==> src/rtl/osd_pkg.sv <==
// shared widths and codes; OSD window is fixed at 256x64 and command codes use bits 7:2 only
package osd_pkg;

  // ----------------------------------------------------------------------
  // data widths
  // ----------------------------------------------------------------------

  // one byte of the host command stream
  typedef logic [7:0]  byte_t;
  // 2048-byte OSD bitmap
  typedef logic [10:0] buf_addr_t;
  // host bus byte address, no page byte
  typedef logic [23:0] host_addr_t;
  // host bus write word
  typedef logic [15:0] host_data_t;

  // ----------------------------------------------------------------------
  // command codes, upper 6 bits of a command byte
  // ----------------------------------------------------------------------
  typedef enum logic [5:0] {
    CMD_NOP        = 6'b000000,
    CMD_RESET_CTRL = 6'b000010,
    CMD_OSD_CTRL   = 6'b001010,
    CMD_CHIP_CFG   = 6'b000001,
    CMD_MEMORY_CFG = 6'b001001,
    CMD_VIDEO_CFG  = 6'b001101,
    CMD_OSD_BUFFER = 6'b000011,
    CMD_MEM_WRITE  = 6'b000111
  } cmd_t;

  // host write FSM
  typedef enum logic [0:0] {
    WR_IDLE  = 1'b0,
    WR_WRITE = 1'b1
  } wr_state_t;

  // ----------------------------------------------------------------------
  // OSD window in beam counts
  // ----------------------------------------------------------------------
  localparam int OSD_H_START = 448;
  localparam int OSD_WIDTH   = 256;
  localparam int OSD_V_START = 128;
  localparam int OSD_HEIGHT  = 64;

  // chip ram 512k, slow ram 512k at power up
  localparam logic [6:0] MEMORY_CFG_RESET = 7'b0000101;

endpackage
==> src/rtl/host_write_master.sv <==
// full-word writes only; after a new command nothing goes out until the next address is loaded
`timescale 1ns/1ps

module host_write_master (
  input  logic                clk,
  input  logic                reset,
  input  logic                cmd_start,
  input  logic                addr_load,
  input  osd_pkg::host_addr_t load_addr,
  input  logic                empty,
  input  osd_pkg::host_data_t rd_data,
  input  logic                host_ack,
  output logic                pop,
  output logic                host_cs,
  output logic                host_we,
  output logic [1:0]          host_bs,
  output osd_pkg::host_addr_t host_adr,
  output osd_pkg::host_data_t host_wdat
);

  osd_pkg::wr_state_t state;
  logic               addr_valid;

  // request held from state until ack
  assign host_cs   = (state == osd_pkg::WR_WRITE);
  assign host_we   = host_cs;
  assign host_bs   = {2{host_cs}};
  assign host_wdat = rd_data;
  // word leaves on the ack cycle, also during an abort
  assign pop       = host_cs && host_ack;

  // ----------------------------------------------------------------------
  // write FSM
  // ----------------------------------------------------------------------
  always_ff @(posedge clk) begin
    if (reset) begin
      state <= osd_pkg::WR_IDLE;
    end else if (cmd_start) begin
      state <= osd_pkg::WR_IDLE;
    end else begin
      case (state)
        osd_pkg::WR_IDLE: begin
          if (!empty && addr_valid) begin
            state <= osd_pkg::WR_WRITE;
          end
        end
        osd_pkg::WR_WRITE: begin
          if (host_ack) begin
            state <= osd_pkg::WR_IDLE;
          end
        end
        default: state <= osd_pkg::WR_IDLE;
      endcase
    end
  end

  // address counter, word steps of 2
  always_ff @(posedge clk) begin
    if (reset) begin
      addr_valid <= 1'b0;
      host_adr   <= '0;
    end else begin
      if (cmd_start) begin
        addr_valid <= 1'b0;
      end else if (addr_load) begin
        addr_valid <= 1'b1;
      end
      if (addr_load) begin
        host_adr <= load_addr;
      end else if (pop) begin
        host_adr <= host_adr + 24'd2;
      end
    end
  end

endmodule

==> config.mk <==
export PLATFORM = sky130hd
export DESIGN_NAME = host_write_master
export DESIGN_NICKNAME = d
export VERILOG_FILES = /design/src/rtl/osd_pkg.sv /design/src/rtl/host_write_master.sv
export SDC_FILE = /design/constraint.sdc
export NUM_CORES = 1
export LEC_CHECK = 0
export BUFFER_PORTS_ARGS = -buffer_cell sky130_fd_sc_hd__buf_4
export CELL_PAD_IN_SITES_DETAIL_PLACEMENT = 0
export CELL_PAD_IN_SITES_GLOBAL_PLACEMENT = 2
export CORE_UTILIZATION = 26
export DETAILED_ROUTE_END_ITERATION = 8
export GPL_TIMING_DRIVEN = 0
export PLACE_DENSITY_LB_ADDON = 0.1
export SLEW_MARGIN = 20
export SYNTH_ARGS = -nofsm -noshare
export SYNTH_HDL_FRONTEND = slang
export SYNTH_SLANG_ARGS = --single-unit
==> constraint.sdc <==
create_clock -name clk -period 2.25 [get_ports clk]
set_clock_uncertainty 0.05 [all_clocks]
set_input_delay 0.1125 -clock clk [delete_from_list [all_inputs] [get_ports clk]]
set_output_delay 0.1125 -clock clk [all_outputs]
set_load 0.01 [all_outputs]
== After elaboration in Yosys (flattened, before gate mapping) ==
Index checks and enable logic that the tools add are counted.
Operators by class
  bitwise operators: 1
  muxes and demuxes: 5
  reduce and logical (&&, ||, !) cells: 5
  $add $sub $neg: 1
Operators with widths (count)
  2-to-1 mux 24 bit: 2
  adder 24 x 2 -> 24 bit, second input constant: 1
  logical AND 1 bit: 2
  2-to-1 mux 1 bit: 2
  case mux 1 bit (2 select lines): 1
  nonzero test 2 bit: 1
  OR reduction 2 bit: 1
  zero test 1 bit: 1
  inverter 1 bit: 1
Word-level totals
  input bits: 46
  register bits: 26

== Longest topological paths before layout ==
  depth after elaboration: 4
  mapped depth: 5

== Least setup slack after synthesis ==
Ideal clock, no wire load.
  kind: reg-to-reg
  start point: register host_adr[6]
  end point: register host_adr[23]
  setup time: 103 ps
  buffers on the path: 1
  stages on the path, launching flop included: 6
  setup slack: 619 ps
  period minus slack after synthesis: 1631 ps
  data required time: 2097 ps
  data arrival time: 1478 ps
  cell sequence: dfxtp_1 > nand4_4 > nor3_4 > buf_6 > a41oi_4 > a2111oi_2
On the way
  word-level cells in the longest chain between the ends: 3
RTL lines
  start: declaration: RTL line host_write_master.sv:17  | output osd_pkg::host_addr_t host_adr,
  start signal: assignment: RTL line host_write_master.sv:69  | host_adr <= load_addr;
  start signal: assignment: RTL line host_write_master.sv:71  | host_adr <= host_adr + 24'd2;
  adder 24 x 2 -> 24 bit: RTL line host_write_master.sv:71
  2-to-1 mux 24 bit: RTL line host_write_master.sv:70  | end else if (pop) begin
  2-to-1 mux 24 bit: RTL line host_write_master.sv:68  | if (addr_load) begin
Every way passes these cells. The select of a mux whose other input is x is not followed.
A chain may end at the register's enable or synchronous reset.

== Worst setup path after layout ==
  start point: register state (netlist: host_cs)
  end point: register host_adr[18]
On the way
  word-level cells in the longest chain between the ends: 2
RTL lines
  start: declaration: RTL line host_write_master.sv:21  | osd_pkg::wr_state_t state;
  start signal: assignment: RTL line host_write_master.sv:37  | state <= osd_pkg::WR_IDLE;
  start signal: assignment: RTL line host_write_master.sv:39  | state <= osd_pkg::WR_IDLE;
  start signal: assignment: RTL line host_write_master.sv:44  | state <= osd_pkg::WR_WRITE;
  logical AND 1 bit: RTL line host_write_master.sv:30  | assign pop = host_cs && host_ack;
  nonzero test 2 bit (no source line)
Every way passes these cells.

==> metrics.md <==
| Metric | Value |
|---|---|
| Post-CTS Setup Bufs | 0 |
| Setup_tns | 0 ns |
| ANT nets after route | 0 |
| TritonCTS Buffers | 3 |
| CP required | 2.37 ns |
| Iter 0 DRT Violations | between 70 and 80 |
| Initial Util | 0.273 |
| Antenna Diode Count | 0 |
| Final Max Slew Viols | 0 |
| CTS Buffer Depth | 2 |
| Area delta synth->final | 43.0% |
| Sequential element share of the synthesized area | 0.317 |
| Type of the worst setup path | flop to flop |
| Final Hold Viols | 0 |
| IO Port Bufs | 73 |
| Number of synthesis warnings | 0 |
| Post-synthesis async set-or-reset flop share | 0 |
| Final setup vio count | 0 |
| Root buffer cell | clkbuf_8 |
| Clock-pin slew on the worst setup and hold paths | ~0.1 ns |
| Multi-input gate area | roughly 870 um2 |
| Unrepaired setup endpoints after global routing | false |
| DRT Wirelength | 4.82 mm |
| WP data arrival | around 1.9 ns |
| Status | completed |
| Fmax | around 550 MHz |
| Max-Cap Viols | 0 |
| Clock latency on the worst-skew pair | between 0.2 and 0.3 ns |
| CP Launch Type | flop |
| Rows | 28 |
| Hold-fix buffers, CTS | 1 |
| Synthesis-stage register bit count | 26 |
| Antenna violations before repair | 0 |
| Internal reg-to-reg setup slack | around 0.43 ns |
| Max_slew headroom | 0.600 |
| Layout cells sized above 1 | 0.440 |
| Place WS | between 0.4 and 0.5 ns |
| I/O pin cnt | 91 |
| Clock Sink Count | 26 |
| Area leader, netlist | dfxtp_1 |
| Power per cell area | roughly 470 nW/um2 |
| First-pass GRT wire length | 7.70 mm |
| Synth cell types | between 40 and 50 |
| Largest net degree at the start of global routing | 15 |
| DIE AREA | approximately 6600 um2 |
| Vias/cell | approximately 4.8 |
| Routability Congestion | roughly 0.7 |
| Register area | about 520 um2 |
| Leakage | roughly 1.0 nW |
| Syn_nets | 237 |
| Maximum vdd drop | about 0.28 mV |
| Final period util | 0.811 |
| Final WS setup | ~0.43 ns |
| Post-synth EDFFs | 0 |
| TritonCTS clock tree | built |
| Fillcell total | 654 |
| Post-DP HPWL | approximately 3.6 mm |
| H-Tree Depth | 1 |
| Main synth FF type | dfxtp_1 |
| Total Routing Usage GR | 0.151 |
| Post-CTS sizing | 0 |
| Height of the die | 81.5 um |
| Worst-path maximum fanout | 11 |
| Crit. End Element | flop |
| Mapped cell area | 1640 um2 |
| Top cell type's share of synthesized area | 0.317 |
| Hold_ws | approximately 0.017 ns |
| Pwr Total | roughly 0.0011 W |
| Fin util | 0.390 |
| Top-count cell post-synth | dfxtp_1 |
| DR vias | ~1.6k |
| Mean Syn Cell Area | ~8.7 um2 |
| Worst Tran Pin Value | 0.601 ns |
| Top post-synthesis cells by area | dfxtp_1, buf_4, a211oi_1 |
| Min-Delay Path Class | primary input to flop |
| Routed WL per cell | between 10 and 15 um |
| Nets@finish | between 300 and 400 |
| Number of global-route vias before repair | 1508 |
| Mapped Cells | 190 |
| Std-Cell Core Area | ~6000 um2 |
| Min cycle time layout | around 1.8 ns |
| Grt ovf | 0 |
| Synth cell count leaders | dfxtp_1, nor2_1, buf_4, a211oi_1, inv_1 |
| Die X | 81.5 um |
| First-pass iteration count of the detailed router | 4 |
| DRC viols | 0 |
==> power breakdown <==
group	internal, W	leakage, nW	switching [W]
logic	0.000149	0.799	0.000106
clock network	0.000157	0.0288	0.000161
registers	0.000491	0.216	0.0000390
total	0.000796	1.04	0.000306
==> per-stage QoR <==
step,cells,cell area [um2]
2_1_floorplan,190,1640
3_3_place_gp,338,2290
3_5_place_dp,338,2290
4_1_cts,343,2350
5_1_grt,343,2350
6_report,343,2350
==> registers in the layout, indices dropped and copies added, names as in the netlist <==
register    cells
host_adr       24
addr_valid      1
host_cs         1
==> placed cells by master, fill, tap and decap left out, types with 6 or more instances in the layout <==
master / instances
dfxtp_1: 26
nand3_1: 6
nor2_1: 20
inv_1: 11
buf_4: 92
a211oi_1: 11
xnor2_1: 7
a311oi_1: 8
nand2_1: 7
==> cells by family after synthesis <==
| logic type | after synthesis | synth area share |
|---|---|---|
| compound gates | 36 | 0.192 |
| xor+xnor | 11 | 0.0586 |
| fa+ha+maj | 1 | 0.00761 |
| buf+inv | 41 | 0.151 |
| flops | 26 | 0.317 |
| mux | 1 | 0.00609 |
| simple gates | 74 | 0.268 |
==> layer usage <==
metal,vias up,GRT usage,wire length (um)
met5,-,0,0
met4,0,0.0375,31
met3,4,0.0222,308
met2,54,0.253,2240
met1,740,0.203,2240
li1,834,-,-
==> worst max-delay path: stages (launching register included) <==
cell and delay, ns:
dfxtp_1 0.55, nand4_1 0.22, nor2_1 0.18, buf_2 0.27, a311oi_1 0.12, a2111oi_0 0.33
==> cell type report <==
| cell class | instances | share of cell area |
|---|---|---|
| Multi-Input combinational cell | 123 | 0.372 |
| Inverter | 12 | 0.0192 |
| Tap cell | 75 | 0.0399 |
| Buffer | 29 | 0.0867 |
| Sequential cell | 26 | 0.221 |
| Timing Repair Buffer | 74 | 0.237 |
| Clock buffer | 4 | 0.0234 |
==> final timing paths <==
check,from,end,cells after the start
min reg2reg,addr_valid$_SDFFE_PP0P_,addr_valid$_SDFFE_PP0P_,2
max,host_cs$_SDFF_PP0_,host_adr[18]$_SDFFE_PP0N_,5
min,load_addr[0],host_adr[0]$_SDFFE_PP0P_,3
max reg2reg,host_cs$_SDFF_PP0_,host_adr[18]$_SDFFE_PP0N_,5
No activity file was read; power rests on OpenSTA's default activity.
