===== src/rtl/osd_pkg.sv =====
// shared widths and codes; OSD window is fixed at 256x64 and command codes use bits 7:2 only
package osd_pkg;

  // ----------------------------------------------------------------------
  // data widths
  // ----------------------------------------------------------------------

  // one byte of the host command stream
  typedef logic [7:0]  byte_t;
  // 2048-byte OSD bitmap
  typedef logic [10:0] buf_addr_t;
  // host bus byte address, no page byte
  typedef logic [23:0] host_addr_t;
  // host bus write word
  typedef logic [15:0] host_data_t;

  // ----------------------------------------------------------------------
  // command codes, upper 6 bits of a command byte
  // ----------------------------------------------------------------------
  typedef enum logic [5:0] {
    CMD_NOP        = 6'b000000,
    CMD_RESET_CTRL = 6'b000010,
    CMD_OSD_CTRL   = 6'b001010,
    CMD_CHIP_CFG   = 6'b000001,
    CMD_MEMORY_CFG = 6'b001001,
    CMD_VIDEO_CFG  = 6'b001101,
    CMD_OSD_BUFFER = 6'b000011,
    CMD_MEM_WRITE  = 6'b000111
  } cmd_t;

  // host write FSM
  typedef enum logic [0:0] {
    WR_IDLE  = 1'b0,
    WR_WRITE = 1'b1
  } wr_state_t;

  // ----------------------------------------------------------------------
  // OSD window in beam counts
  // ----------------------------------------------------------------------
  localparam int OSD_H_START = 448;
  localparam int OSD_WIDTH   = 256;
  localparam int OSD_V_START = 128;
  localparam int OSD_HEIGHT  = 64;

  // chip ram 512k, slow ram 512k at power up
  localparam logic [6:0] MEMORY_CFG_RESET = 7'b0000101;

endpackage

===== src/rtl/osd_config_regs.sv =====
// chipset and memory settings reach the core only while chip_reset is held high
`timescale 1ns/1ps

module osd_config_regs (
  input  logic           clk,
  input  logic           reset,
  input  logic           chip_reset,
  input  logic           cfg_we,
  input  osd_pkg::cmd_t  cfg_cmd,
  input  osd_pkg::byte_t cfg_data,
  output logic           usr_reset,
  output logic           cpu_reset,
  output logic           cpu_halt,
  output logic           osd_enable,
  output logic           key_disable,
  output logic [4:0]     chipset_config,
  output logic [6:0]     memory_config,
  output logic [1:0]     scanline,
  output logic [1:0]     lr_filter,
  output logic [1:0]     hr_filter,
  output logic [1:0]     dither
);

  // staged values, wait for chip_reset
  logic [4:0] chip_stage;
  logic [6:0] mem_stage;

  // ----------------------------------------------------------------------
  // direct registers
  // ----------------------------------------------------------------------
  always_ff @(posedge clk) begin
    if (reset) begin
      usr_reset   <= 1'b0;
      cpu_reset   <= 1'b1;
      cpu_halt    <= 1'b1;
      osd_enable  <= 1'b0;
      key_disable <= 1'b0;
      scanline    <= 2'b00;
      lr_filter   <= 2'b00;
      hr_filter   <= 2'b00;
      dither      <= 2'b00;
      chip_stage  <= 5'd0;
      mem_stage   <= osd_pkg::MEMORY_CFG_RESET;
    end else if (cfg_we) begin
      case (cfg_cmd)
        osd_pkg::CMD_RESET_CTRL: {cpu_halt, cpu_reset, usr_reset} <= cfg_data[2:0];
        osd_pkg::CMD_OSD_CTRL:   {key_disable, osd_enable} <= cfg_data[1:0];
        osd_pkg::CMD_VIDEO_CFG:  {dither, hr_filter, lr_filter, scanline} <= cfg_data;
        osd_pkg::CMD_CHIP_CFG:   chip_stage <= cfg_data[4:0];
        osd_pkg::CMD_MEMORY_CFG: mem_stage  <= cfg_data[6:0];
        default: ;
      endcase
    end
  end

  // ----------------------------------------------------------------------
  // staged chipset and memory config
  // ----------------------------------------------------------------------
  always_ff @(posedge clk) begin
    if (reset) begin
      chipset_config <= 5'd0;
      memory_config  <= osd_pkg::MEMORY_CFG_RESET;
    end else if (chip_reset) begin
      // copied every clock while held
      chipset_config <= chip_stage;
      memory_config  <= mem_stage;
    end
  end

endmodule


===== config.mk =====
export PLATFORM = sky130hd
export DESIGN_NAME = osd_config_regs
export DESIGN_NICKNAME = d
export VERILOG_FILES = /design/src/rtl/osd_pkg.sv /design/src/rtl/osd_config_regs.sv
export SDC_FILE = /design/constraint.sdc
export NUM_CORES = 1
export LEC_CHECK = 0
export BUFFER_PORTS_ARGS = -buffer_cell sky130_fd_sc_hd__buf_2
export CORE_UTILIZATION = 30
export DETAILED_ROUTE_END_ITERATION = 12
export GPL_TIMING_DRIVEN = 1
export PLACE_DENSITY_LB_ADDON = 0.15
export SYNTH_ARGS = -nofsm -noshare
export SYNTH_HDL_FRONTEND = slang
export SYNTH_SLANG_ARGS = --single-unit

===== constraint.sdc =====
create_clock -name clk -period 1.8 [get_ports clk]
set_clock_uncertainty 0.15 [all_clocks]
set_input_delay 0.45 -clock clk [delete_from_list [all_inputs] [get_ports clk]]
set_output_delay 0.45 -clock clk [all_outputs]
set_load 0.01 [all_outputs]

# Word-level counts from Yosys, hierarchy flattened
# Index checks and enable logic that the tools add are counted.
[op_classes]
n_mux = 0
eq_ne = 5
mul = 0
n_reduce_logical = 5
n_div = 0
addsub = 0
shift = 0
n_lt_le_gt_ge = 0
bitwise_logic = 0
[op_table]
columns = ["op", "count"]
rows = [
  ["equality test 6 x 4 -> 1 bit (second input constant)", 3],
  ["AND reduction 2 bit", 5],
  ["equality test 6 x 1 -> 1 bit (second input constant)", 1],
  ["equality test 6 x 2 -> 1 bit (second input constant)", 1],
]
[word_totals]
latchBits = 0
ramBits = 0
romBits = 0
regBits = 37
inputBits = 18
mem_count = 0
output_inout_bits = 25
elab_cells = 23

# Depth between registers and ports, before layout
# Gate-level depths: netlist (run 1).
[depth]
ltp_word = 2
ltp_mapped = 4
ltp_nobuf = 3

# Worst setup path before layout (run 1)
# No wires, ideal clock.
[synth_path]
path_type = "input to register"
startpoint = "in cfg_cmd[1]"
endpoint = "reg dither[1]"
path_stages = 4
setup_ns = 0.072
arrival_ns = 1.296
slack_ns = 0.283
n_path_buf = 1
required_ns = 1.578
cell_sequence = "nor4b_4 and4_1 buf_4 mux2i_1"
[synth_between]
elab_chain_len = 2
[synth_rtl]
columns = ["element", "line", "rtl"]
rows = [
  ["start, declared", "osd_config_regs.sv:9", "input osd_pkg::cmd_t cfg_cmd,"],
  ["equality test 6 x 4 -> 1 bit", "osd_config_regs.sv:45", "case (cfg_cmd)"],
  ["AND reduction 2 bit (no line)", "-", ""],
  ["end signal, assigned", "osd_config_regs.sv:48", "osd_pkg::CMD_VIDEO_CFG: {dither, hr_filter, lr_filter, scanline} <= cfg_data;"],
  ["end, declared", "osd_config_regs.sv:21", "output logic [1:0] dither"],
]
# No other way between the ends.
# A chain may end at the register's enable or synchronous reset.

# Worst setup path in the final report (run 1)
# Same ends and word-level chain as after synthesis.

==> run summary, run 1 <==
The run finished with clean final reports. The maximum number of pins on one net before global-route repair is 30, and the maximum resistive drop on vdd is 0.000381 V. Adding up every negative setup slack in the final design gives 0 ns. In this run the post-CTS setup repair buffer count came out at 0. Across the run, the number of max-cap violations was 0. The logs give 4 for the iteration count of the initial detailed-routing pass and 2.33 mm for the estimated wirelength of the detail-placed design. The met2 track demand over resource is 19.3%.

The logs give 741 um^2 for the footprint of the flip-flops and latches and 42 for the initial DRC count. The clock-pin slew on the worst setup and hold paths was 0.08 ns; the aggregate global routing overflow was 0. In the final design database the tool counted 203 nets. The logs give 2 for the maximum clock path buffer count and 0 for the post-cts hold buffer count.

Counting flops with an async set or reset pin after synthesis yields a share of 0%. Compared with the post-synthesis result, the final layout area differs by 23.7%. Number of antenna-violating nets in the routed design: 0. Of the total power, the clock network draws 39.7%. Number of synthesized register bits: 37. Among all cell types in the netlist, the one instantiated most often is dfxtp_1.

The power density over cell area came out at 816 nW/um^2. Row generation in the floorplan step produced 25 rows. In this run the cell area of the synthesized design comes to 1520 um^2. The final layout contains routed wiring with a total length of 3.11 mm.

STA classifies the critical path startpoint as a primary input. Ranked by total cell area, the synthesized netlist is headed by dfxtp_1 (49%), mux2i_1 (23%), nand2b_1 (12%), nor2_1 (4.2%), nor4b_4 (1.6%). Global routing consumed, on the met3 layer, 4.97% of the routing resources. The initial utilization of the core area, before any placement, comes to 31.7%. The fraction of layout instances using a drive strength above 1 was 30.6%. STA classifies the critical path endpoint as a flip-flop.

Ranked by instance count, the synthesized netlist is headed by dfxtp_1 (37), mux2i_1 (35), nand2b_1 (29). Number of global-route vias before repair: 1024. For this design the top-level I/O count stands at 43. Number of failing hold endpoints at the final stage: 0.

The area share of the leading cell type in the synthesized netlist came out at 48.8%. TritonCTS built the clock tree. During synthesis, Yosys emitted a total of 0 warnings.

Classification of the worst setup path: in2reg. Number of different library cells in the post-synthesis netlist: 21. Summed over all instances, the cell type with the most area after synthesis is dfxtp_1. For the area of the die, the log shows 5350 um^2.

Total DRC errors in the routed layout: 0. In this run, flip-flops and latches consume 53.9% of the power. The tools report the worst relative slew slack as 70.5%. Setup violations remaining at the end of the flow were counted as 0. The run gives 0 as the initial antenna violation count.

Clock tree synthesis found a total of 37 sinks. The critical-path maximum fanout was 5; the synthesized net count was 161. At the pin with the least slew margin, the transition time is 0.443 ns. The floorplan step defined a core boundary enclosing 4790 um^2. In this run the power spent charging and discharging nets is 351 uW. The commonest register cell after synthesis was dfxtp_1.

The die is 73.1 um wide. The run gives 0.00864 ns as the worst setup slack before clock tree synthesis. The count of buffers inserted at the top-level ports came out at 42.

The layer with the highest usage after global routing was met2. The H-tree generated during clock tree synthesis spans 2 levels. The die is 73.1 um tall. The logs give 0 for the number of inserted diodes and 1.54 ns for the data arrival at the endpoint of the critical path. Global routing used 13.0% of the available tracks. Of the total power, the share spent switching nets is 22.9%.

The latest clock arrival within the worst-skew pair came out at 0.29 ns. The number of cells on the worst reg-to-reg path came out at 2. Clock tree synthesis inserted a total of 5 buffers.

Of the synthesized area, sequential elements account for 48.8%. The post-synthesis instance total is 143, and the final worst setup slack is 0.326 ns. For the post-cts gate resize count, the log shows 0. The logs give 16.8% for the global-route met1 utilization and 6.4% for the combinational share of power. STA puts the critical path data required time at 1.87 ns. Layout filler cell count: 499. The run gives 0 as the final-report max-slew violation count. The congestion estimate from routability-driven global placement came to 0.741. The internal cell power was 1180 uW. The worst min-delay path category is in2reg. The synthesized area per cell is 10.6 um^2, and the wire length of the first global-routing pass is 5.04 mm. The root buffer cell chosen for the clock tree is clkbuf_8. For the static leakage, the log shows 0.000890 uW. Summing all multi-input logic gate instances after layout gives 723 um^2. The post-layout minimum cycle time works out to 1.47 ns.

The worst hold path cell count was 3; the via count was 1072. The routed via count divided by cell count is 4.24, and the routed length per placed instance is 12.3 um. In this run, synthesis inferred 0 flip-flops with an integrated enable. For the fmax, the log shows 0.679 GHz.

Setup repair after global routing left no endpoint under its margin. The final critical-path share of the clock period was 81.9%.
==> worst max-delay path: stages <==
cell and delay, ns:
buf_2 0.12, nor4b_4 0.40, and4_1 0.36, mux2i_1 0.22
==> sequential cells by signal (all words and copies together) (netlist names) <==
register	cells
scanline	2
dither	2
cpu_reset	1
mem_stage	7
memory_config	7
key_disable	1
hr_filter	2
osd_enable	1
chip_stage	5
chipset_config	5
usr_reset	1
lr_filter	2
cpu_halt	1
==> path summary, 6_finish.rpt <==
kind	start	end	slack, ns
worst max-delay path	cfg_cmd[1]	dither[1]	0.33
worst min-delay path	cfg_data[0]	mem_stage[0]	0.30
worst max register to register	memory_config[2]	memory_config[2]	0.90
worst min register to register	mem_stage[2]	memory_config[2]	0.31
==> cell type report <==
type                    instances  area share, %
clock buffers                   6           4.40
clock inverters                 2          0.733
multi-input cells              96           38.5
flip-flops and latches         37           39.5
well taps                      67           4.47
repair buffers                 45           12.4
==> per-stage QoR <==
stage	cell area, um^2	utilization, %	cells	total power, uW	hold slack [ns]
5_1_grt	1880	39.2	253	1600	0.287
6_report	1880	39.2	253	1530	0.297
2_1_floorplan	1520	-	143	901	0.290
3_5_place_dp	1780	37.2	245	943	0.312
4_1_cts	1880	39.2	253	1550	0.292
3_3_place_gp	1780	37.2	245	942	0.306
==> power groups by stage <==
stage                     logic [uW]  clock network, uW  registers (uW)
final                           97.9                608             825
after CTS                       99.6                627             825
after global placement          98.3                  0             844
after floorplan                 55.0                  0             846
after global routing             109                663             826
after detailed placement        98.8                  0             844
==> logic make-up after synthesis <==
family,Yosys count,share of synthesized area (%)
buf+inv,10,3.54
compound gates,2,1.15
flops,37,48.8
simple gates,59,23.4
mux,35,23.1
==> per-layer routing <==
| metal | up-vias | wire length [um] |
|---|---|---|
| met5 | - | 0 |
| met4 | 0 | 25 |
| met3 | 2 | 183 |
| met2 | 30 | 1410 |
| met1 | 485 | 1490 |
| li1 | 555 | - |
==> layout by cell type, fill, tap and decap left out, types with 2 or more instances in the layout <==
master	n
a211o_1	2
buf_2	42
buf_4	3
clkbuf_8	6
dfxtp_1	37
mux2i_1	35
nand2_1	2
nand2b_1	29
nor2_1	17
nor2b_1	2
Note: power is estimated with default switching activity, not from simulation.
==> inputs of run 2 (changes only) <==
==> constraint.sdc (replaced) <==
create_clock -name clk -period 1.3 [get_ports clk]
set_clock_uncertainty 0.15 [all_clocks]
set_input_delay 0.325 -clock clk [delete_from_list [all_inputs] [get_ports clk]]
set_output_delay 0.325 -clock clk [all_outputs]
set_load 0.01 [all_outputs]
==> run 2 against run 1 <==
  * Power increased by 36%
  * Via count grew 9.3%
  * Global-route usage rose by 0.79 points
  * Register-to-register slack got worse by 0.52 ns
  * Clock power up 25%
  * Critical endpoint is now chipset_config[4]
  * Non-clock buffer count increased by 16
==> run summary, run 2 (synthesis gave the netlist of run 1 again) <==
The flow ran to the end, and the final reports show no timing, DRC or antenna violations. The run gives 2 as the maximum clock path buffer count. Entering global routing, the biggest net connects 17 pins. In the final layout, the multi-input gates occupy 734 um^2.

The run gives 3.30 mm as the total wire length. On the worst path, the slowest cell contributes a delay of 0.36 ns. After clock tree synthesis, the clock-pin slew on the worst setup and hold paths is 0.07 ns. The logs give -0.334 ns for the worst setup slack before clock tree synthesis and 0 for the number of setup violations in the final report. The via count is 1172, and the maximum resistive drop on vdd is 0.000339 V. Counting the fill cells in the layout gives 504.

Worst min-delay path category: in2reg. The region available for standard cell placement spans 4790 um^2. Walking the worst path, the cells encountered are buf_2.

Estimated wirelength of the detail-placed design: 2.55 mm. The count of buffers inserted at the top-level ports is 42, and the worst relative slew slack is 74.6%. The final-report max-slew violation count is 0.

For the initial DRC count, the log shows 40. The tools report the startpoint class of the critical path as a flip-flop. The area of the die came out at 5350 um^2. Setup repair after global routing left no endpoint under its margin. The relative area change from synthesis to final layout is 32.5%. Excluding fillers, the count of instances in the completed layout stands at 269. The number of sinks driven by the clock tree was 37. After detailed routing, the number of remaining DRC violations is 0. The horizontal extent of the die was 73.1 um. The setup path with the least slack is of type reg2out. The critical-path maximum fanout is 2, and the post-cts hold buffer count is 0.

After global routing the overflow that remains totals 0. The library cell used most frequently in the layout, excluding fill and tap cells, is buf_2. The run gives 5 as the number of buffers inserted during clock tree synthesis. 43 I/O pins were placed. For this design, the slowest cell found on the critical path is dfxtp_1. The die extent in y was 73.1 um.

The tools report the effective utilization at floorplan as 31.7%. Global routing used 13.8% of the available tracks across all layers. Final critical-path share of the clock period: 97.0%. The actual transition at the worst max-transition pin works out to 0.380 ns.

CTS placed an instance of clkbuf_8 at the clock tree root. STA puts the critical path data required time at 0.82 ns. The tools report the static leakage as 0.000967 uW. The tools report the fmax as 0.793 GHz. The number of max-cap violations is 0. The tools report the latest clock arrival within the worst-skew pair as 0.29 ns.

The run gives 5.35 mm as the wire length of the first global-routing pass. Across the whole layout, storage elements account for 741 um^2. Initial antenna violation count: 0. The net count reported at finish was 219. The library cells used most frequently in the layout, excluding fill and tap cells, are buf_2 (40), dfxtp_1 (37), mux2i_1 (35), nand2b_1 (29), buf_4 (18).

Dividing the detail-routed wire length by the instance count gives 12.3 um. The count of nets left with antenna violations once routing finished came out at 0. The number of global-route vias before repair is 1135.

The initialized floorplan defines 25 standard-cell rows. For the total power of the final layout, the log shows 2070 uW. Routability-driven placement finished with a final weighted congestion of 0.762. STA puts the critical path data arrival time at 0.79 ns. After detailed placement, the design holds a cell count of 260. Dividing the detail-routed via count by the number of cells gives 4.36.

The first detailed-routing pass took 4 iterations. Cells with a size suffix above 1 make up 37.1% of the layout. The gate family responsible for the most delay along the worst path was flip-flops. Number of inserted diodes: 0. The smallest clock period supported by the final layout is computed as 1.26 ns. The worst path buffer plus inverter count came out at 1. CTS built an H-tree with a depth of 2.

In the post-route analysis, the smallest setup slack over all paths is 0.0393 ns. The largest registers in the layout are mem_stage: 7 flops, memory_config: 7 flops. Number of failing hold endpoints at the final stage: 0. The worst setup path is captured at an output pin.

TritonCTS built the clock tree. Dividing total power by cell area gives a power density of 1030 nW/um^2.
-- run 2: metrics by stage --
step / util [%] / hold slack, ns / area, um^2 / setup TNS [ns]
6_report: 42.0 / 0.149 / 2010 / 0
5_1_grt: 42.0 / 0.149 / 2010 / 0
4_1_cts: 41.6 / 0.150 / 1990 / 0
3_5_place_dp: 39.7 / 0.314 / 1900 / -5.92
3_3_place_gp: 39.7 / 0.309 / 1900 / -5.33
2_1_floorplan: - / 0.290 / 1520 / -0.820
-- run 2: routing by layer --
metal	GRT usage, %	up-vias	share of wire (%)
met4	5.88	0	1.5
met1	15.0	553	41
met5	0	-	0
met3	4.83	6	5.6
li1	-	586	-
met2	24.2	27	52
-- run 2: final timing paths --
| check | from | endpoint | slack, ns | depth (start not counted) |
|---|---|---|---|---|
| hold / removal | cfg_data[7] | dither[1] | 0.15 | 3 |
| hold reg to reg | hr_filter[1] | hr_filter[1] | 0.32 | 2 |
| setup / recovery | chipset_config[4] | chipset_config[4] | 0.04 | 1 |
| setup reg to reg | memory_config[2] | memory_config[2] | 0.38 | 2 |
-- run 2: layout make-up --
type,instances,area share (%)
clock inverters,2,0.498
well taps,67,4.17
clock buffers,6,3.61
repair buffers,61,18.4
multi-input cells,96,36.5
flip-flops and latches,37,36.8
-- run 2: power by group --
group	internal [uW]	switching [uW]
registers	1140	3.16
clock network	371	391
logic	93.9	76.5
total	1600	470
-- run 2: repair_timing --
item                                    CTS  global route
setup buffers                             1             0
pin swaps                                 1             2
cloned                                    0             0
endpoints found under the setup margin    3            12
resized for setup                         1             8
