<file path="src/rtl/osd_pkg.sv">
// shared widths and codes; OSD window is fixed at 256x64 and command codes use bits 7:2 only
package osd_pkg;

  // ----------------------------------------------------------------------
  // data widths
  // ----------------------------------------------------------------------

  // one byte of the host command stream
  typedef logic [7:0]  byte_t;
  // 2048-byte OSD bitmap
  typedef logic [10:0] buf_addr_t;
  // host bus byte address, no page byte
  typedef logic [23:0] host_addr_t;
  // host bus write word
  typedef logic [15:0] host_data_t;

  // ----------------------------------------------------------------------
  // command codes, upper 6 bits of a command byte
  // ----------------------------------------------------------------------
  typedef enum logic [5:0] {
    CMD_NOP        = 6'b000000,
    CMD_RESET_CTRL = 6'b000010,
    CMD_OSD_CTRL   = 6'b001010,
    CMD_CHIP_CFG   = 6'b000001,
    CMD_MEMORY_CFG = 6'b001001,
    CMD_VIDEO_CFG  = 6'b001101,
    CMD_OSD_BUFFER = 6'b000011,
    CMD_MEM_WRITE  = 6'b000111
  } cmd_t;

  // host write FSM
  typedef enum logic [0:0] {
    WR_IDLE  = 1'b0,
    WR_WRITE = 1'b1
  } wr_state_t;

  // ----------------------------------------------------------------------
  // OSD window in beam counts
  // ----------------------------------------------------------------------
  localparam int OSD_H_START = 448;
  localparam int OSD_WIDTH   = 256;
  localparam int OSD_V_START = 128;
  localparam int OSD_HEIGHT  = 64;

  // chip ram 512k, slow ram 512k at power up
  localparam logic [6:0] MEMORY_CFG_RESET = 7'b0000101;

endpackage
</file>
<file path="src/rtl/host_write_fifo.sv">
// FIFO_DEPTH of 2 or more; no full check, the sender's credits keep pushes within depth
`timescale 1ns/1ps

module host_write_fifo #(
  parameter int FIFO_DEPTH = 4
) (
  input  logic                clk,
  input  logic                reset,
  input  logic                push,
  input  osd_pkg::host_data_t push_data,
  input  logic                pop,
  output osd_pkg::host_data_t pop_data,
  output logic                empty,
  output logic                credit_return
);

  localparam int ADDR_W = $clog2(FIFO_DEPTH);

  osd_pkg::host_data_t mem [0:FIFO_DEPTH-1];
  logic [ADDR_W-1:0]   wr_ptr;
  logic [ADDR_W-1:0]   rd_ptr;
  logic [ADDR_W:0]     count;
  logic                pop_ok;

  assign empty    = (count == '0);
  assign pop_ok   = pop && !empty;
  // head word, held until the pop
  assign pop_data = mem[rd_ptr];

  always_ff @(posedge clk) begin
    if (push) begin
      mem[wr_ptr] <= push_data;
    end
  end

  // pointers wrap at depth, not at a power of two
  always_ff @(posedge clk) begin
    if (reset) begin
      wr_ptr        <= '0;
      rd_ptr        <= '0;
      count         <= '0;
      credit_return <= 1'b0;
    end else begin
      if (push) begin
        wr_ptr <= (wr_ptr == ADDR_W'(FIFO_DEPTH - 1)) ? '0 : wr_ptr + 1'b1;
      end
      if (pop_ok) begin
        rd_ptr <= (rd_ptr == ADDR_W'(FIFO_DEPTH - 1)) ? '0 : rd_ptr + 1'b1;
      end
      case ({push, pop_ok})
        2'b10:   count <= count + 1'b1;
        2'b01:   count <= count - 1'b1;
        default: ;
      endcase
      // one credit back per word leaving
      credit_return <= pop_ok;
    end
  end

endmodule

</file>
<file path="config.mk">
export PLATFORM = sky130hd
export DESIGN_NAME = host_write_fifo
export DESIGN_NICKNAME = d
export VERILOG_FILES = /design/src/rtl/osd_pkg.sv /design/src/rtl/host_write_fifo.sv
export SDC_FILE = /design/constraint.sdc
export NUM_CORES = 1
export LEC_CHECK = 0
export BUFFER_PORTS_ARGS = -buffer_cell sky130_fd_sc_hd__buf_2
export CORE_MARGIN = 3
export CORE_UTILIZATION = 56
export CTS_CLUSTER_DIAMETER = 120
export DETAILED_ROUTE_END_ITERATION = 6
export GPL_ROUTABILITY_DRIVEN = 0
export PLACE_DENSITY_LB_ADDON = 0.15
export SLEW_MARGIN = 10
export SYNTH_ARGS = -nofsm -noshare
export SYNTH_HDL_FRONTEND = slang
export SYNTH_SLANG_ARGS = --single-unit
</file>
<file path="constraint.sdc">
create_clock -name clk -period 1.95 [get_ports clk]
set_input_delay 0.0975 -clock clk [delete_from_list [all_inputs] [get_ports clk]]
set_output_delay 0.0975 -clock clk [all_outputs]
set_load 0.005 [all_outputs]
</file>
After elaboration in Yosys (flattened, before gate mapping)
Memory sizes are Yosys's and may differ from the RTL's. A register that Yosys moved wholly into a read port is not among the register bits.
Index checks and enable logic that the tools add are counted.
{"block": "totals", "word_cells": 24, "in_bits": 20, "memories": 1, "ramBits": 64, "output_inout_bits": 18, "reg_bits": 8}
{"name": "mem", "words": 4, "width": 16, "read_ports": 1, "rd_clocked_by_memory_dff": 1, "wr": 1, "line_no": "host_write_fifo.sv:19", "text": "osd_pkg::host_data_t mem [0:FIFO_DEPTH-1];"}
{"block": "classes", "n_mux": 7, "n_eq_ne": 4, "add_sub_neg": 4, "reduce_logical": 4}
{"op": "2-bit two-way mux", "n": 4}
{"op": "2-bit == test (second input constant)", "n": 3}
{"op": "3-bit case mux with 2 select lines", "n": 1}
{"op": "2-bit by 1-bit adder with 2-bit output (second input constant)", "n": 2}
{"op": "3-bit by 1-bit adder with 3-bit output (second input constant)", "n": 1}
{"op": "3-bit logical NOT", "n": 1}
{"op": "3-bit by 1-bit subtractor with 3-bit output (second input constant)", "n": 1}
{"op": "2-bit by 1-bit == test with 1-bit output (second input constant)", "n": 1}
{"op": "1-bit two-way mux", "n": 2}
{"op": "2-bit nonzero test", "n": 1}
{"op": "1-bit logical AND", "n": 1}
{"op": "1-bit logical NOT", "n": 1}

Logic depth before layout (Yosys ltp)
Gate-level depths: netlist (run 1).
{"block": "depth", "ltp_word": 5, "mapped_depth": 8, "depth_no_buf": 8}

Worst setup path after synthesis (run 1)
Ideal clock, no wire load.
{"block": "synth_timing", "path_kind": "register to register", "start": "register count[0]", "end": "register count[2]", "setup_ps": 70, "t_required_ps": 1880, "path_stages_with_launch": 9, "arrival_ps": 1693, "path_buffers": 0, "slack_ps": 186, "period_less_slack_ps": 1764, "path_cell_list": "dfxtp_1 -> o31ai_4 -> inv_1 -> ha_1 -> inv_1 -> fa_1 -> xor2_1 -> or3_1 -> a21oi_1"}
{"block": "synth_via", "elab_chain_cells": 5, "elab_cells_between_ends": 9, "classes_between": "2 x add/sub; 2 x eq/ne; 1 x mux; 4 x reduce/logical"}
{"element": "start, declared", "line_no": "host_write_fifo.sv:22", "text": "logic [ADDR_W:0] count;"}
{"element": "start signal, assigned", "line_no": "host_write_fifo.sv:51", "text": "2'b10: count <= count + 1'b1;"}
{"element": "start signal, assigned", "line_no": "host_write_fifo.sv:52", "text": "2'b01: count <= count - 1'b1;"}
{"element": "3-bit logical NOT (*)", "line_no": "host_write_fifo.sv:25", "text": "assign empty = (count == '0);"}
{"element": "1-bit logical NOT (*)", "line_no": "host_write_fifo.sv:26", "text": "assign pop_ok = pop && !empty;"}
{"element": "1-bit logical AND (*)", "line_no": "host_write_fifo.sv:26"}
{"element": "net pop_ok", "line_no": "host_write_fifo.sv:23", "text": "logic pop_ok;"}
{"element": "2-bit by 1-bit == test with 1-bit output or 2-bit == test (tied branches)", "line_no": "host_write_fifo.sv:50", "text": "case ({push, pop_ok})"}
{"element": "3-bit case mux with 2 select lines or 2-bit nonzero test (tied branches)"}
The timed path passes the listed nets; every way through them passes the cells marked *.
A chain may end at the register's enable or synchronous reset.

Worst setup path in the final report (run 1)
Ends and elaborated chain as after synthesis.

==> results of run 1 <==
[worst max-delay path, cell delays in order (launching register included)]
cell     delay (ns)
dfxtp_4        0.38
o31ai_4        0.08
inv_1          0.08
ha_1           0.17
inv_1          0.06
fa_1           0.38
xor2_1         0.17
or3_1          0.34
a21oi_2        0.15
[cell type report]
cell class              instances  share of cell area [%]
well taps                      67                   2.394
clock inverters                 6                   3.037
inverters                       7                  0.7503
multi-input cells              49                   18.44
clock buffers                   9                   3.537
flip-flops and latches         74                   60.91
repair buffers                 58                   10.93
[cells by family after synthesis]
| logic type | after synthesis | synth area share (%) |
|---|---|---|
| buffers and inverters | 12 | 2.516 |
| and+or+nand+nor | 16 | 2.824 |
| xor gates and xnor gates | 2 | 0.6179 |
| DFF | 74 | 74.85 |
| AOI/OAI and AO/OA | 6 | 1.633 |
| muxes | 18 | 14.21 |
| adders and majority gates | 7 | 3.354 |
[layout by cell type, fill, tap and decap left out]
cell	synthesis	final
nor2_1	7	7
and2_1	4	4
clkinv_1	0	1
mux2i_1	2	2
inv_1	7	7
ha_1	6	6
or3_1	2	2
o21ai_0	1	1
a21oi_2	0	1
mux4_2	10	10
clkinv_2	0	1
dlygate4sd3_1	0	16
nor3_1	1	1
a21oi_1	4	3
nor3b_1	1	1
edfxtp_1	64	64
dfxtp_1	10	7
nand2_1	1	1
mux4_1	6	6
xor2_1	2	2
fa_1	1	1
clkinvlp_4	0	1
bufinv_16	0	3
buf_4	0	5
dfxtp_4	0	3
buf_2	2	37
o31ai_4	1	1
clkbuf_8	0	9
[final timing paths]
| path | start | endpoint | slack, ns | depth (start not counted) |
|---|---|---|---|---|
| worst min-delay path | reset | count[2] | 0.02 | 2 |
| worst max-delay path | count[0] | count[2] | 0.08 | 8 |
| worst max register to register | count[0] | count[2] | 0.08 | 8 |
| worst min register to register | rd_ptr[0] | flop | 0.52 | 2 |
[flip-flops by register name, indices dropped and copies added, names as in the netlist, named ones only]
| name | cells |
|---|---|
| mem | 64 |
| count | 3 |
| rd_ptr | 2 |
| wr_ptr | 2 |
| credit_return | 1 |
[through the flow]
step / setup slack, ns / power, W
detailed placement: -0.01036 / 0.002622
finish: 0.08172 / 0.003981
floorplan: 0.1865 / 0.002411
global route: 0.01007 / 0.004175
global placement: 0.1526 / 0.002580
CTS: 0.01958 / 0.003998
[metal layers]
layer	GRT usage (%)	vias up	wire, microns
met5	0	-	0
met4	11.57	0	68
met3	4.108	6	182
met2	28.84	36	2486
met1	20.79	726	1814
li1	-	663	-
[power groups by stage]
stage	registers, W	clock network [W]	logic, W
floorplan	0.00191	0	0.000498
global placement	0.00191	0	0.000666
detailed placement	0.00193	0	0.000695
CTS	0.00190	0.00138	0.000722
global route	0.00192	0.00145	0.000805
finish	0.00191	0.00135	0.000725
[timing repair]
item	in CTS	in global routing
endpoints found under the setup margin	1	1
hold endpoints to repair	64	0
setup buffers	0	1
hold buffers	16	0
gates resized for setup	2	5
cloned	0	0
pin swaps	0	1
==> out/qor.yml, run 1 <==
pwr:
  power.share.switching_pct: 22.85
  p_switching_w: 0.0009094
  powerDensity_nw_per_um2: 1137
  combPwrFrac_pct: 18.2
  intPower_w: 0.003071
  static-leakage-power_nw: 1.268
  sequentialPowerShare_pct: 48.0
  vdd_ir_drop_max_uv: 870.5
  clkPwrFrac_pct: 33.8
placed_design:
  detailedPlacementHpwl_microns: 2846
  buffer_ports.inserted: 37
  dp_cells: 238
  detailed_place.area_sq_um: 3089
die:
  die-width_microns: 77.16
  top_level_ports: 38
  die-area_sq_um: 5953
  floorplan.die.height_microns: 77.16
  core_region_area_sq_um: 4817
  initial_utilization_pct: 58.86
  placementRows: 25
sta:
  timing.max_slew.rel_slack_pct: 43.64
  finalSetupTns_ns: 0
  worstMarginPinSlew_ns: 0.8454
  timing_max_transition_violations_final: 0
  setup_viol_count_final: 0
  layout_worst_path_cycle_share_pct: 95.81
  minimum_period_implied_by_the_final_worst_setup_slack_ns: 1.868
  max_freq_ghz: 0.5353
  timing.hold.ws_ns: 0.01775
  timing_hold_violations_final: 0
  timing.clock.skew_ns: 0.004024
  rsz0062_at_grt: "false"
run_status:
  run_status: "finished clean"
setup_path:
  timing.setup.critical_path_class: "flop to flop"
  crit_path_start_kind: "flop"
  worst_ep_required_time_ns: 2.21
  critPathCaptureType: "flop"
  critical_path.max_fanout: 4
  worst_endpoint_data_arrival_time_ns: 2.13
yosys:
  synth_most_common_cell: "edfxtp_1"
  synthesis.area_per_instance_sq_um: 21.00
  postSynthRegisterBits: 74
  synth.area.top_cells: "edfxtp_1, mux4_2, dfxtp_1, mux4_1, ha_1"
  postSynth.topFlopCell: "edfxtp_1"
  mappedNetlistNets: 162
  synth.largest_area_cell: "edfxtp_1"
  synth.yosys.warnings: 0
  asyncSetResetFlopFracSynth_pct: 0
  synthDistinctLibCells: 22
  synth_top_area_share_pct: 67.78
  post_synth_inst_count: 135
  synth_seq_area_share_pct: 74.85
  synth_top_cells_by_count: "edfxtp_1, dfxtp_1, mux4_2"
  synth.cell_area_sq_um: 2835
  synth_enable_flop_cells: 64
finish:
  final-instance-count-excl-fill: 270
  insertedDiodeCount: 0
  final_core_util_pct: 72.70
  post-route-cell-area_sq_um: 3502
  finalNetCount: 226
  share_of_post_route_cells_with_drive_strength_above_1_pct: 34.98
  num-fill-cells: 311
  sequential_cell_area_sq_um: 2133
  syn2layout_area_growth_pct: 23.52
  multi_input_area_sq_um: 645.6
min_path:
  hp-class: "input pin to flop"
drt:
  routed_wl_microns: 4551
  number_of_drc_violations_after_detailed_routing: 0
  detailedRoute.firstIterationViolations: 41
  antenna_left: 0
  drtPass1Iterations: 4
  vias_per_cell: 5.300
  vias: 1431
  route.detailed.wl_per_inst_microns: 16.86
global_routing:
  grt_first_pass_wirelength_microns: 7652
  grt_pass1_vias: 1551
  grt-ovfl-total: 0
  grt_use_total_pct: 17.62
  antenna_found_initial: 0
  grt_max_degree: 17
job:
  drv.max_cap_violation_count: 0
clock_network:
  tritoncts: "built"
  cts_inserted_buffers: 9
  clk-insertion-delay-late_ns: 0.32
  clock_sink_count: 74
  path_clk_slew_ns: 0.07
  cts_max_level: 3
  max-clock-path-buffers: 2
  clk_root_buffer_cell: "clkbuf_8"
Note: power is estimated with default switching activity, not from simulation.
==> run 2: changes to the inputs <==
--- a/config.mk
+++ b/config.mk
@@ -6,12 +6,13 @@
 export NUM_CORES = 1
 export LEC_CHECK = 0
 export BUFFER_PORTS_ARGS = -buffer_cell sky130_fd_sc_hd__buf_2
-export CORE_MARGIN = 3
-export CORE_UTILIZATION = 56
+export CORE_MARGIN = 8
+export CORE_UTILIZATION = 51
 export CTS_CLUSTER_DIAMETER = 120
 export DETAILED_ROUTE_END_ITERATION = 6
 export GPL_ROUTABILITY_DRIVEN = 0
 export PLACE_DENSITY_LB_ADDON = 0.15
+export RECOVER_POWER = 100
 export SLEW_MARGIN = 10
 export SYNTH_ARGS = -nofsm -noshare
 export SYNTH_HDL_FRONTEND = slang
==> constraint.sdc (replaced) <==
create_clock -name clk -period 1.6 [get_ports clk]
set_input_delay 0.08 -clock clk [delete_from_list [all_inputs] [get_ports clk]]
set_output_delay 0.08 -clock clk [all_outputs]
set_load 0.005 [all_outputs]
==> out/qor.yml, run 2 (same netlist as run 1, synthesis figures left out) <==
pwr:
  vdd_ir_drop_max_uv: 1161  # +33%
  static-leakage-power_nw: 1.248  # -1.6%
  power.share.switching_pct: 24.06  # +1.2 points
  combPwrFrac_pct: 22.1  # +3.9 points
  clkPwrFrac_pct: 30.7  # -3.1 points
  intPower_w: 0.003735  # +22%
  powerDensity_nw_per_um2: 1386  # +22%
  sequentialPowerShare_pct: 47.2  # -0.8 points
  p_switching_w: 0.001183  # +30%
drt:
  vias: 1452  # +1.5%
  number_of_drc_violations_after_detailed_routing: 0  # unchanged
  vias_per_cell: 5.113  # -3.5%
  detailedRoute.firstIterationViolations: 97  # +140%
  antenna_left: 0  # unchanged
  drtPass1Iterations: 4  # unchanged
  route.detailed.wl_per_inst_microns: 17.37  # +3.1%
  routed_wl_microns: 4934  # +8.4%
sta:
  timing.max_slew.rel_slack_pct: 69.59  # +26 points
  layout_worst_path_cycle_share_pct: 108.5  # +13 points
  setup_ws_ns: -0.1358  # -0.2176 ns
  setup_viol_count_final: 4  # +4
  rsz0062_at_grt: "true"
  timing.clock.skew_ns: 0.007697  # +0.003672 ns
  max_freq_ghz: 0.5761  # +7.6%
  timing.hold.ws_ns: 0.06808  # +0.05032 ns
  timing_max_transition_violations_final: 0  # unchanged
  finalSetupTns_ns: -0.1811  # -0.1811 ns
  timing_hold_violations_final: 0  # unchanged
  minimum_period_implied_by_the_final_worst_setup_slack_ns: 1.736  # -0.1324 ns
  worstMarginPinSlew_ns: 0.4562  # -0.3891 ns
clock_network:
  cts_max_level: 3  # unchanged
  cts_inserted_buffers: 9  # unchanged
  clock_sink_count: 74  # unchanged
  path_clk_slew_ns: 0.07  # about the same
  max-clock-path-buffers: 2  # unchanged
  clk_root_buffer_cell: "clkbuf_8"
  clk-insertion-delay-late_ns: 0.34  # +0.02 ns
  tritoncts: "built"
setup_path:
  critical_path.max_fanout: 2  # -2
  timing.critical_path.slowest_cell_delay_ns: 0.35  # -0.03 ns
  worst_ep_required_time_ns: 1.87  # -0.34 ns
  kind_of_cell_adding_the_most_delay_to_the_critical_path: "adder cells"
  critPathCaptureType: "flop"
  crit_path_start_kind: "flop"
  timing.setup.critical_path_class: "flop to flop"
  critPathSlowestCell: "dfxtp_2"
  worst_endpoint_data_arrival_time_ns: 2.00  # -0.13 ns
  worstPathCellList: "o31ai_4, inv_1, ha_2, inv_2, fa_2, xor2_1, or3_1, a21oi_1"
  critical_path_buf_inv_count: 2  # unchanged
die:
  placementRows: 27  # +8.0%
  die-area_sq_um: 8201  # +38%
  top_level_ports: 38  # unchanged
  die-width_microns: 90.56  # +17%
  core_region_area_sq_um: 5439  # +13%
  floorplan.die.height_microns: 90.56  # +17%
  initial_utilization_pct: 52.13  # -6.7 points
run_status:
  run_status: "finished with violations"
  violations: "setup timing"
finish:
  num-fill-cells: 391  # +26%
  leading_cell_type_in_the_layout_fill_and_taps_excluded: "edfxtp_1"
  share_of_post_route_cells_with_drive_strength_above_1_pct: 34.91  # -0.070 points
  max_ffs_per_register: 64  # unchanged
  largest-register: "mem"
  insertedDiodeCount: 0  # unchanged
  syn2layout_area_growth_pct: 25.11
  layout.cells.most_common_list: "edfxtp_1, buf_2, dlygate4sd3_1, clkbuf_1, mux4_2"
  finalNetCount: 235  # +4.0%
  largest_registers_ranked_by_flip_flop_count: "mem x64, count x3"
global_routing:
  grt_first_pass_wirelength_microns: 8114  # +6.0%
  grt_pass1_vias: 1644  # +6.0%
  antenna_found_initial: 0  # unchanged
  grt_use_total_pct: 12.98  # -4.6 points
  grt_max_degree: 17  # unchanged
  grt-ovfl-total: 0  # unchanged
placed_design:
  place_worst_setup_slack_ns: -0.1324  # -0.1220 ns
  detailedPlacementHpwl_microns: 3157  # +11%
  buffer_ports.inserted: 37  # unchanged
job:
  drv.max_cap_violation_count: 0  # unchanged
min_path:
  hp-class: "input pin to flop"
[run 2: cell count changes in the layout (fill, tap and decap cells not counted), moves of 2 or more]
cell,previous run,this run
dfxtp_2,0,2
mux4_1,6,0
buf_2,37,20
and2_1,4,1
and2_2,0,3
mux4_2,10,16
buf_4,5,11
clkbuf_1,0,17
[run 2: path summary, 6_finish.rpt]
kind,startpoint,end,slack [ns],cells past startpoint
min reg2reg,rd_ptr[0],flop,0.49,2
min,push,wr_ptr[1],0.07,3
max,count[1],count[2],-0.14,8
max reg2reg,count[1],count[2],-0.14,8
[run 2: worst register-to-register path, stage by stage, from the launching register on]
cell and delay [ns]:
dfxtp_2 0.35, o31ai_4 0.08, inv_1 0.07, ha_2 0.18, inv_2 0.04, fa_2 0.32
xor2_1 0.15, or3_1 0.33, a21oi_1 0.13
[run 2: layer usage]
metal | GRT usage [%] | wire [microns]
met5 | 0 | 0
met3 | 4.156 | 246
met1 | 14.32 | 2027
met4 | 8.044 | 78
met2 | 21.32 | 2581
[run 2: layout make-up]
cell class | instances | area [sq um] | area share, %
Tap cell | 72 | 90.09 | 2.540
Clock buffer | 9 | 123.9 | 3.492
Timing Repair Buffer | 67 | 464.2 | 13.09
Multi-Input combinational cell | 49 | 628.1 | 17.71
Inverter | 7 | 26.28 | 0.7407
Clock inverter | 6 | 82.58 | 2.328
Sequential cell | 74 | 2132 | 60.11
[run 2: what timing repair did]
item | 4_1_cts | 5_1_grt
hold buffers | 17 | 0
setup endpoints to repair | 66 | 18
endpoints found under the hold margin | 70 | 0
pin swaps | 2 | 2
gates cloned | 1 | 0
gates resized for setup | 12 | 0
setup buffers | 1 | 1
[run 2: power groups by stage]
stage | registers [W] | clock network, W | logic [W]
floorplan | 0.00234 | 0 | 0.000618
global placement | 0.00234 | 0 | 0.000943
detailed placement | 0.00235 | 0 | 0.000979
CTS | 0.00232 | 0.00154 | 0.00110
global route | 0.00233 | 0.00161 | 0.00119
finish | 0.00232 | 0.00151 | 0.00109
[run 2: stage by stage]
step	std cells	cell area (sq um)	power, W	util (%)
4_1_cts	283	3561	0.004965	65.47
6_report	284	3547	0.004918	65.22
2_1_floorplan	135	2846	0.002961	-
5_1_grt	284	3547	0.005137	65.22
3_5_place_dp	249	3164	0.003326	58.18
3_3_place_gp	249	3164	0.003279	58.18
